==> src/common/acq_pkg.sv <==
/*
  acquisition package
  sample, calibration, time stamp and count types shared by the
  ADC channel, the sample FIFO and the readout port
*/

`default_nettype none

package acq_pkg;

  ////////////////////////////////////////
  // widths
  ////////////////////////////////////////

  // converter resolution in use
  localparam int SMP_W = 14;
  // multiplier width as in the linear block
  localparam int MUL_W = 16;

  ////////////////////////////////////////
  // types
  ////////////////////////////////////////

  // raw code from pins 15..2
  typedef logic [SMP_W-1:0] adc_raw_t;
  // calibrated sample, two's complement
  typedef logic signed [SMP_W-1:0] sample_t;
  // gain, 8192 is unity
  typedef logic signed [MUL_W-1:0] cal_mul_t;
  // offset in sample units
  typedef logic signed [SMP_W-1:0] cal_sum_t;
  // adc_clk cycles since reset
  typedef logic [31:0] ts_t;
  // keep one in dec samples, 0 acts as 1
  typedef logic [15:0] dec_t;
  // dropped samples, sticks at max
  typedef logic [15:0] ovf_cnt_t;

  ////////////////////////////////////////
  // calibration constants
  ////////////////////////////////////////

  // product back to sample scale
  localparam int CAL_SHIFT = 13;
  // saturation limits
  localparam sample_t SAMPLE_MAX = sample_t'(8191);
  localparam sample_t SAMPLE_MIN = sample_t'(-8192);

endpackage

`default_nettype wire

==> src/acq_fifo/acq_fifo.sv <==
/*
  sample FIFO
  circular buffer of sample and time stamp pairs; a write into a
  full buffer is dropped and counted
*/

`default_nettype none

module acq_fifo #(
  parameter int unsigned FIFO_DEPTH = 16
) (
  input  wire                    adc_clk,
  input  wire                    top_rst,
  input  wire                    wr_vld_i,
  input  wire acq_pkg::sample_t  wr_sample_i,
  input  wire acq_pkg::ts_t      wr_ts_i,
  input  wire                    rd_pop_i,
  output logic                   rd_empty_o,
  output acq_pkg::sample_t       rd_sample_o,
  output acq_pkg::ts_t           rd_ts_o,
  output acq_pkg::ovf_cnt_t      ovf_cnt_o
);

  localparam int unsigned AW = $clog2(FIFO_DEPTH);

  acq_pkg::sample_t smp_mem [FIFO_DEPTH];
  acq_pkg::ts_t     ts_mem  [FIFO_DEPTH];

  // one extra wrap bit on each pointer
  logic [AW:0] wr_ptr;
  logic [AW:0] rd_ptr;
  logic        full;
  logic        do_pop;
  logic        do_wr;
  logic        drop;

  ////////////////////////////////////////
  // status
  ////////////////////////////////////////

  assign rd_empty_o = (wr_ptr == rd_ptr);
  assign full       = (wr_ptr[AW] != rd_ptr[AW]) &&
                      (wr_ptr[AW-1:0] == rd_ptr[AW-1:0]);
  assign do_pop     = rd_pop_i && !rd_empty_o;
  // pop in the same cycle frees the slot
  assign do_wr      = wr_vld_i && (!full || do_pop);
  assign drop       = wr_vld_i && !do_wr;

  ////////////////////////////////////////
  // pointers and overflow count
  ////////////////////////////////////////

  always_ff @(posedge adc_clk or posedge top_rst) begin
    if (top_rst) begin
      wr_ptr    <= '0;
      rd_ptr    <= '0;
      ovf_cnt_o <= '0;
    end else begin
      if (do_wr) begin
        wr_ptr <= wr_ptr + 1'b1;
      end
      if (do_pop) begin
        rd_ptr <= rd_ptr + 1'b1;
      end
      // holds at all ones
      if (drop && (ovf_cnt_o != '1)) begin
        ovf_cnt_o <= ovf_cnt_o + acq_pkg::ovf_cnt_t'(1);
      end
    end
  end

  // storage
  always_ff @(posedge adc_clk) begin
    if (do_wr) begin
      smp_mem[wr_ptr[AW-1:0]] <= wr_sample_i;
      ts_mem[wr_ptr[AW-1:0]]  <= wr_ts_i;
    end
  end

  // head word shown straight from the array
  assign rd_sample_o = smp_mem[rd_ptr[AW-1:0]];
  assign rd_ts_o     = ts_mem[rd_ptr[AW-1:0]];

  // readout must wait for data
  a_no_pop_empty: assert property (@(posedge adc_clk) disable iff (top_rst)
    rd_pop_i |-> !rd_empty_o);

endmodule

`default_nettype wire

==> src/adc_calib/adc_calib.sv <==
/*
  ADC channel front end
  pin register with code conversion, gain and offset calibration with
  saturation, decimation and time stamping of every kept sample
*/

`default_nettype none

module adc_calib (
  input  wire                    adc_clk,
  input  wire                    top_rst,
  input  wire [15:0]             adc_dat_i,
  input  wire                    acq_en_i,
  input  wire acq_pkg::dec_t     dec_i,
  input  wire acq_pkg::cal_mul_t cal_mul_i,
  input  wire acq_pkg::cal_sum_t cal_sum_i,
  output logic                   smp_vld_o,
  output acq_pkg::sample_t       smp_data_o,
  output acq_pkg::ts_t           smp_ts_o
);

  // product and sum widths
  localparam int PRD_W = $bits(acq_pkg::sample_t) + $bits(acq_pkg::cal_mul_t);
  localparam int SUM_W = PRD_W + 1;

  acq_pkg::adc_raw_t       pin_fld;
  acq_pkg::dec_t           dec_eff;
  acq_pkg::dec_t           dec_cnt;
  logic                    keep;
  acq_pkg::ts_t            ts_cnt;
  acq_pkg::sample_t        adc_r;
  acq_pkg::ts_t            ts_s1;
  acq_pkg::ts_t            ts_s2;
  logic                    vld_s1;
  logic                    vld_s2;
  logic signed [PRD_W-1:0] mul_r;
  logic signed [SUM_W-1:0] sum;
  acq_pkg::sample_t        sat;

  ////////////////////////////////////////
  // time stamp and decimation
  ////////////////////////////////////////

  assign pin_fld = adc_dat_i[15:2];
  assign dec_eff = (dec_i == '0) ? acq_pkg::dec_t'(1) : dec_i;
  // first enabled cycle always keeps
  assign keep    = acq_en_i && (dec_cnt == '0);

  always_ff @(posedge adc_clk or posedge top_rst) begin
    if (top_rst) begin
      ts_cnt  <= '0;
      dec_cnt <= '0;
    end else begin
      ts_cnt <= ts_cnt + acq_pkg::ts_t'(1);
      // parked at zero while disabled
      if (!acq_en_i) begin
        dec_cnt <= '0;
      end else if (keep) begin
        dec_cnt <= dec_eff - acq_pkg::dec_t'(1);
      end else begin
        dec_cnt <= dec_cnt - acq_pkg::dec_t'(1);
      end
    end
  end

  ////////////////////////////////////////
  // three stage pipeline
  ////////////////////////////////////////

  always_ff @(posedge adc_clk or posedge top_rst) begin
    if (top_rst) begin
      vld_s1    <= 1'b0;
      vld_s2    <= 1'b0;
      smp_vld_o <= 1'b0;
    end else begin
      vld_s1    <= keep;
      vld_s2    <= vld_s1;
      smp_vld_o <= vld_s2;
    end
  end

  always_ff @(posedge adc_clk) begin
    // offset binary, inverted: keep msb, flip the rest
    adc_r      <= acq_pkg::sample_t'({pin_fld[13], ~pin_fld[12:0]});
    ts_s1      <= ts_cnt;
    // signed gain
    mul_r      <= PRD_W'(adc_r) * PRD_W'(cal_mul_i);
    ts_s2      <= ts_s1;
    smp_data_o <= sat;
    smp_ts_o   <= ts_s2;
  end

  // scale back, add offset in the wide sum
  assign sum = SUM_W'(mul_r >>> acq_pkg::CAL_SHIFT) + SUM_W'(cal_sum_i);

  always_comb begin
    if (sum > SUM_W'(acq_pkg::SAMPLE_MAX)) begin
      sat = acq_pkg::SAMPLE_MAX;
    end else if (sum < SUM_W'(acq_pkg::SAMPLE_MIN)) begin
      sat = acq_pkg::SAMPLE_MIN;
    end else begin
      sat = acq_pkg::sample_t'(sum);
    end
  end

  // spacing of strobes follows dec of the capture cycle
  a_dec_gap: assert property (@(posedge adc_clk) disable iff (top_rst)
    (smp_vld_o && ($past(dec_i, 3) > acq_pkg::dec_t'(1))) |=> !smp_vld_o);

endmodule

`default_nettype wire

==> src/design/dma_readout.sv <==
/*
  sample readout port
  takes one word from the FIFO and hands it out over a four-phase
  req/ack handshake
*/

`default_nettype none

module dma_readout (
  input  wire                    adc_clk,
  input  wire                    top_rst,
  input  wire                    fifo_empty_i,
  input  wire acq_pkg::sample_t  fifo_sample_i,
  input  wire acq_pkg::ts_t      fifo_ts_i,
  output logic                   fifo_pop_o,
  output logic                   rd_req_o,
  input  wire                    rd_ack_i,
  output acq_pkg::sample_t       rd_sample_o,
  output acq_pkg::ts_t           rd_ts_o
);

  typedef enum logic [1:0] {
    idle,
    load,
    req_high,
    wait_ack_low
  } rd_state_t;

  rd_state_t state;

  // take the head while idle
  assign fifo_pop_o = (state == idle) && !fifo_empty_i;

  always_ff @(posedge adc_clk or posedge top_rst) begin
    if (top_rst) begin
      state    <= idle;
      rd_req_o <= 1'b0;
    end else begin
      case (state)
        idle: begin
          if (!fifo_empty_i) begin
            state <= load;
          end
        end
        // word is in the output register now
        load: begin
          rd_req_o <= 1'b1;
          state    <= req_high;
        end
        req_high: begin
          if (rd_ack_i) begin
            rd_req_o <= 1'b0;
            state    <= wait_ack_low;
          end
        end
        // word ends when ack drops
        wait_ack_low: begin
          if (!rd_ack_i) begin
            state <= idle;
          end
        end
        default: begin
          state <= idle;
        end
      endcase
    end
  end

  // output word register
  always_ff @(posedge adc_clk) begin
    if (fifo_pop_o) begin
      rd_sample_o <= fifo_sample_i;
      rd_ts_o     <= fifo_ts_i;
    end
  end

  ////////////////////////////////////////
  // handshake checks
  ////////////////////////////////////////

  a_data_stable: assert property (@(posedge adc_clk) disable iff (top_rst)
    (rd_req_o && $past(rd_req_o)) |-> ($stable(rd_sample_o) && $stable(rd_ts_o)));

  a_req_held: assert property (@(posedge adc_clk) disable iff (top_rst)
    (rd_req_o && !rd_ack_i) |=> rd_req_o);

endmodule

`default_nettype wire

==> src/design/scope_acq_top.sv <==
/*
  single channel acquisition top
  ADC calibration, sample FIFO and req/ack readout on adc_clk
*/

`default_nettype none

module scope_acq_top #(
  parameter int unsigned FIFO_DEPTH = 16
) (
  input  wire                    adc_clk,
  input  wire                    top_rst,
  input  wire [15:0]             adc_dat_i,
  input  wire                    acq_en_i,
  input  wire acq_pkg::dec_t     dec_i,
  input  wire acq_pkg::cal_mul_t cal_mul_i,
  input  wire acq_pkg::cal_sum_t cal_sum_i,
  input  wire                    rd_ack_i,
  output logic                   rd_req_o,
  output acq_pkg::sample_t       rd_sample_o,
  output acq_pkg::ts_t           rd_ts_o,
  output acq_pkg::ovf_cnt_t      ovf_cnt_o
);

  // calibrated sample strobe
  logic             smp_vld;
  acq_pkg::sample_t smp_data;
  acq_pkg::ts_t     smp_ts;
  // FIFO head
  logic             fifo_empty;
  acq_pkg::sample_t fifo_sample;
  acq_pkg::ts_t     fifo_ts;
  logic             fifo_pop;

  ////////////////////////////////////////
  // producer
  ////////////////////////////////////////

  adc_calib calib0 (
    .adc_clk    (adc_clk),
    .top_rst    (top_rst),
    .adc_dat_i  (adc_dat_i),
    .acq_en_i   (acq_en_i),
    .dec_i      (dec_i),
    .cal_mul_i  (cal_mul_i),
    .cal_sum_i  (cal_sum_i),
    .smp_vld_o  (smp_vld),
    .smp_data_o (smp_data),
    .smp_ts_o   (smp_ts)
  );

  ////////////////////////////////////////
  // buffer and readout
  ////////////////////////////////////////

  acq_fifo #(
    .FIFO_DEPTH (FIFO_DEPTH)
  ) fifo0 (
    .adc_clk     (adc_clk),
    .top_rst     (top_rst),
    .wr_vld_i    (smp_vld),
    .wr_sample_i (smp_data),
    .wr_ts_i     (smp_ts),
    .rd_pop_i    (fifo_pop),
    .rd_empty_o  (fifo_empty),
    .rd_sample_o (fifo_sample),
    .rd_ts_o     (fifo_ts),
    .ovf_cnt_o   (ovf_cnt_o)
  );

  dma_readout readout0 (
    .adc_clk       (adc_clk),
    .top_rst       (top_rst),
    .fifo_empty_i  (fifo_empty),
    .fifo_sample_i (fifo_sample),
    .fifo_ts_i     (fifo_ts),
    .fifo_pop_o    (fifo_pop),
    .rd_req_o      (rd_req_o),
    .rd_ack_i      (rd_ack_i),
    .rd_sample_o   (rd_sample_o),
    .rd_ts_o       (rd_ts_o)
  );

endmodule

`default_nettype wire

==> config.mk <==
export PLATFORM = sky130hd
export DESIGN_NAME = scope_acq_top
export DESIGN_NICKNAME = d
export VERILOG_FILES = /design/src/common/acq_pkg.sv /design/src/acq_fifo/acq_fifo.sv /design/src/adc_calib/adc_calib.sv /design/src/design/dma_readout.sv /design/src/design/scope_acq_top.sv
export SDC_FILE = /design/constraint.sdc
export NUM_CORES = 1
export LEC_CHECK = 0
export ABC_CLOCK_PERIOD_IN_PS = 5690
export BUFFER_PORTS_ARGS = -buffer_cell sky130_fd_sc_hd__buf_2
export CAP_MARGIN = 20
export CORE_MARGIN = 1
export CORE_UTILIZATION = 56
export CTS_BUF_LIST = sky130_fd_sc_hd__clkbuf_16
export CTS_CLUSTER_SIZE = 30
export DETAILED_ROUTE_END_ITERATION = 6
export PLACE_DENSITY = 0.76
export SLEW_MARGIN = 5
export SYNTH_ARGS = -nofsm -noshare
export SYNTH_HDL_FRONTEND = slang
export SYNTH_SLANG_ARGS = --single-unit
==> constraint.sdc <==
create_clock -name adc_clk -period 5.69 [get_ports adc_clk]
set_clock_uncertainty 0.1 [all_clocks]
set_input_delay 1.707 -clock adc_clk [delete_from_list [all_inputs] [get_ports adc_clk]]
set_output_delay 1.707 -clock adc_clk [all_outputs]
set_load 0.02 [all_outputs]
==> impl_results.md <==
- TritonCTS Buffers: 97
- Crit path cell chain: buf_12 -> and2_4 -> fa_1 -> inv_2 -> fa_1 -> inv_2 -> fa_1 -> fa_1 -> fa_1 -> inv_1 -> fa_1 -> inv_2 -> ha_4 -> a21oi_4 -> o21ai_4 -> a311oi_4 -> o211ai_1 -> buf_4 -> a31o_4 -> a21oi_4 -> xnor2_1
- Netlist cell types: 74
- Max incr delay on CP: 0.56 ns
- Arrival time worst endpoint: 6.89 ns
- Via/cell ratio: 5.796
- Area Overhead vs Synth: 15.10%
- Synth Instances: 2617
- GP Congestion: 0.8337
- # rows: 103
- Setup-failing EPs final: 17
- H-tree depth: 3
- Register area share after synthesis: 63.17%
- Detail Placement HPWL: 57.01 mm
- Initial drt markers: 1864
- Hold Violations, Final: 0
- Port Buffer Count: 126
- Final cell count without fillers: 4036
- Pleak: 19.74 nW
- Overall Power: 31.20 mW
- Share of layout cells above drive strength 1: 27.19%
- CTS Sinks: 1003
- Top-area cell type share of the netlist area: 52.40%
- Die Y-Extent: 284.9 µm
- CORE AREA: 79130 µm²
- I/O pins: 129
- Worst-Skew Late Latency: 0.67 ns
- DRT antenna net count: 0
- Initial Util: 56.63%
- Max FO, Critical Path: 5
- Final WL: 96.16 mm
- Pre-Repair DR Iteration Count: 5
- Cells after DPL: 3835
- Reg clk slew, reported paths: 0.06 ns
- Cells on worst reg2reg path: 20
- Clk root buf: clkbuf_16
- Final min period: 6.395 ns
- Mapped Area: 44810 µm²
- Top_reg_cell synth: edfxtp_1
- Fin worst setup slack: -0.7053 ns
- Total grt overflow: 0
- Hold buffers post-CTS: 0
- Commonest non-fill, non-tap cells in the layout: edfxtp_1 (782), inv_1 (293), mux4_2 (230), fa_1 (208), dfxtp_1 (141)
- Worst Path Buf+Inv: 6
- Pin count of the biggest net entering global routing: 71
- Max cap viols: 0
- Wire per inst: 23.83 µm
- CP required: 6.19 ns
- Peak supply drop: 1.294 mV
- CP Depth: 21
- Die width: 284.9 µm
- Worst Tran Pin Value: 1.172 ns
- CTS tree: done
- Ant. Diodes: 0
- Crit share post-route: 112.4%
- Slew HR: 21.89%
- Initial antenna violation count: 2
- DRC Markers: 0
- Syn Nets: 3000
- Commonest non-fill, non-tap cell in the layout: edfxtp_1
- Final nets: 3284
- Slew Limit Fails: 0
- Crit start category: input port
- Synth top area cells: edfxtp_1 (52%), mux4_2 (12%), fa_1 (9.8%)
- Syn avg cell area: 17.12 µm²
- EDFF count, synth: 782
- FF+latch count, synth: 1003
- Vias in the first global route: 25420
- Die Area: 81160 µm²
- Synth Warn #: 0
- Failing checks: setup timing
- Slowest stage cell, crit path: fa_1
- Share of flip-flops with an asynchronous set or reset: 7.976%
- Pwr dens: 604.8 nW/µm²
- First-pass GRT wire length: 148.4 mm
- Setup CP Type: in2reg
- CTS Buffer Depth: 3
- Hold Path Stages: 0
- HP Class: reg2reg
- Synth area leader: edfxtp_1
- Number of vias in the routed layout: 23390
- Crit-path most repeated cell: fa_1
- Gr usage total: 24.45%
- Unrepaired setup endpoints after global routing: yes
- Fmax: 156.4 MHz
- Status: finished, violations left
- CP delay by family, top: adder cells
- CP Capture Type: flop
==> sequential cells by signal (all words and copies together) (netlist names), 2 cells and up <==
| name | count |
|---|---|
| calib0.adc_r | 14 |
| calib0.dec_cnt | 16 |
| calib0.mul_r | 17 |
| calib0.smp_data_o | 14 |
| calib0.smp_ts_o | 32 |
| calib0.ts_cnt | 32 |
| calib0.ts_s1 | 32 |
| calib0.ts_s2 | 32 |
| fifo0.ovf_cnt_o | 16 |
| fifo0.rd_ptr | 5 |
| fifo0.smp_mem | 224 |
| fifo0.ts_mem | 512 |
| fifo0.wr_ptr | 5 |
| readout0.rd_sample_o | 14 |
| readout0.rd_ts_o | 32 |
| readout0.state | 2 |
==> cells by family (layout without fill, tap and decap cells) <==
| group | count (synthesis) | in the layout | synth area share (%) |
|---|---|---|---|
| xor+xnor | 108 | 108 | 2.128 |
| mux | 233 | 233 | 11.63 |
| compound gates | 137 | 137 | 2.144 |
| fa+ha+maj | 317 | 317 | 12.52 |
| simple gates | 440 | 440 | 5.124 |
| flops | 1003 | 1003 | 63.17 |
| buf+inv | 379 | 748 | 3.284 |
==> Yosys cell counts, drive strengths merged, types with 3 or more instances <==
cell     instances
and2           138
clkbuf          68
fa             219
and3            15
nor4            11
nor2            61
a21o            22
a211oi           3
xnor2           80
nand4           19
nor3            11
dfxtp          141
a2111oi          3
dfrtp           80
buf             27
a31oi            7
inv            283
or3              4
nor2b            3
xor2            28
o211ai           7
o21a             7
or4              3
edfxtp         782
o21ai           25
nand3           27
nand2b           8
and4             3
nand2          125
a21oi           40
ha              98
nor3b            6
o21bai           3
mux4           230
==> routing by layer <==
layer  wire [µm]  GRT usage [%]
met5          13              0
met4        2221          6.774
met3        6377          4.032
met2       49380          41.39
met1       38170          33.08
==> path summary, 6_finish.rpt <==
check / start / end / slack [ns]
worst max-delay path: cal_mul_i[3] / calib0.mul_r[26] / -0.71
worst min-delay path: calib0.ts_s2[2] / calib0.smp_ts_o[2] / 0.21
worst max register to register: calib0.adc_r[3] / calib0.mul_r[26] / -0.20
worst min register to register: calib0.ts_s2[2] / calib0.smp_ts_o[2] / 0.21
max in group asynchronous: top_rst / calib0.dec_cnt[1] / 3.87
min in group asynchronous: top_rst / calib0.dec_cnt[15] / 0.90
==> stage by stage <==
step / worst slack, ns / cell area (µm²) / hold WS, ns / utilization [%] / setup TNS, ns
after floorplan: -0.9298 / 45050 / 0.2096 / - / -12.59
after global placement: -1.512 / 47650 / 0.2098 / 60.22 / -21.41
final: -0.7053 / 51580 / 0.2115 / 65.18 / -9.074
after detailed placement: -1.560 / 47650 / 0.2121 / 60.22 / -22.25
after CTS: -0.7194 / 51170 / 0.2060 / 64.67 / -8.486
after global routing: -0.8878 / 51580 / 0.2156 / 65.18 / -11.27
==> layout make-up <==
class                   instances  area (µm²)
inverters                     284        1067
flip-flops and latches       1003       28320
multi-input cells            1235       15660
repair buffers                280        2076
clock buffers                 102        2552
well taps                    1050        1314
fillers                      5252       27550
clock inverters                82       591.8
==> where the power goes <==
group / total (mW) / switching (mW) / internal [mW]
sequential: 9.38 / 0.596 / 8.79
clock: 6.22 / 2.80 / 3.43
combinational: 15.6 / 7.85 / 7.74
==> repair_timing <==
action,in CTS,in global routing
resized for setup,81,60
gates cloned,1,3
setup buffers,7,4
pin swaps,72,58
endpoints found under the setup margin,17,17
No activity file was read; power rests on OpenSTA's default activity.
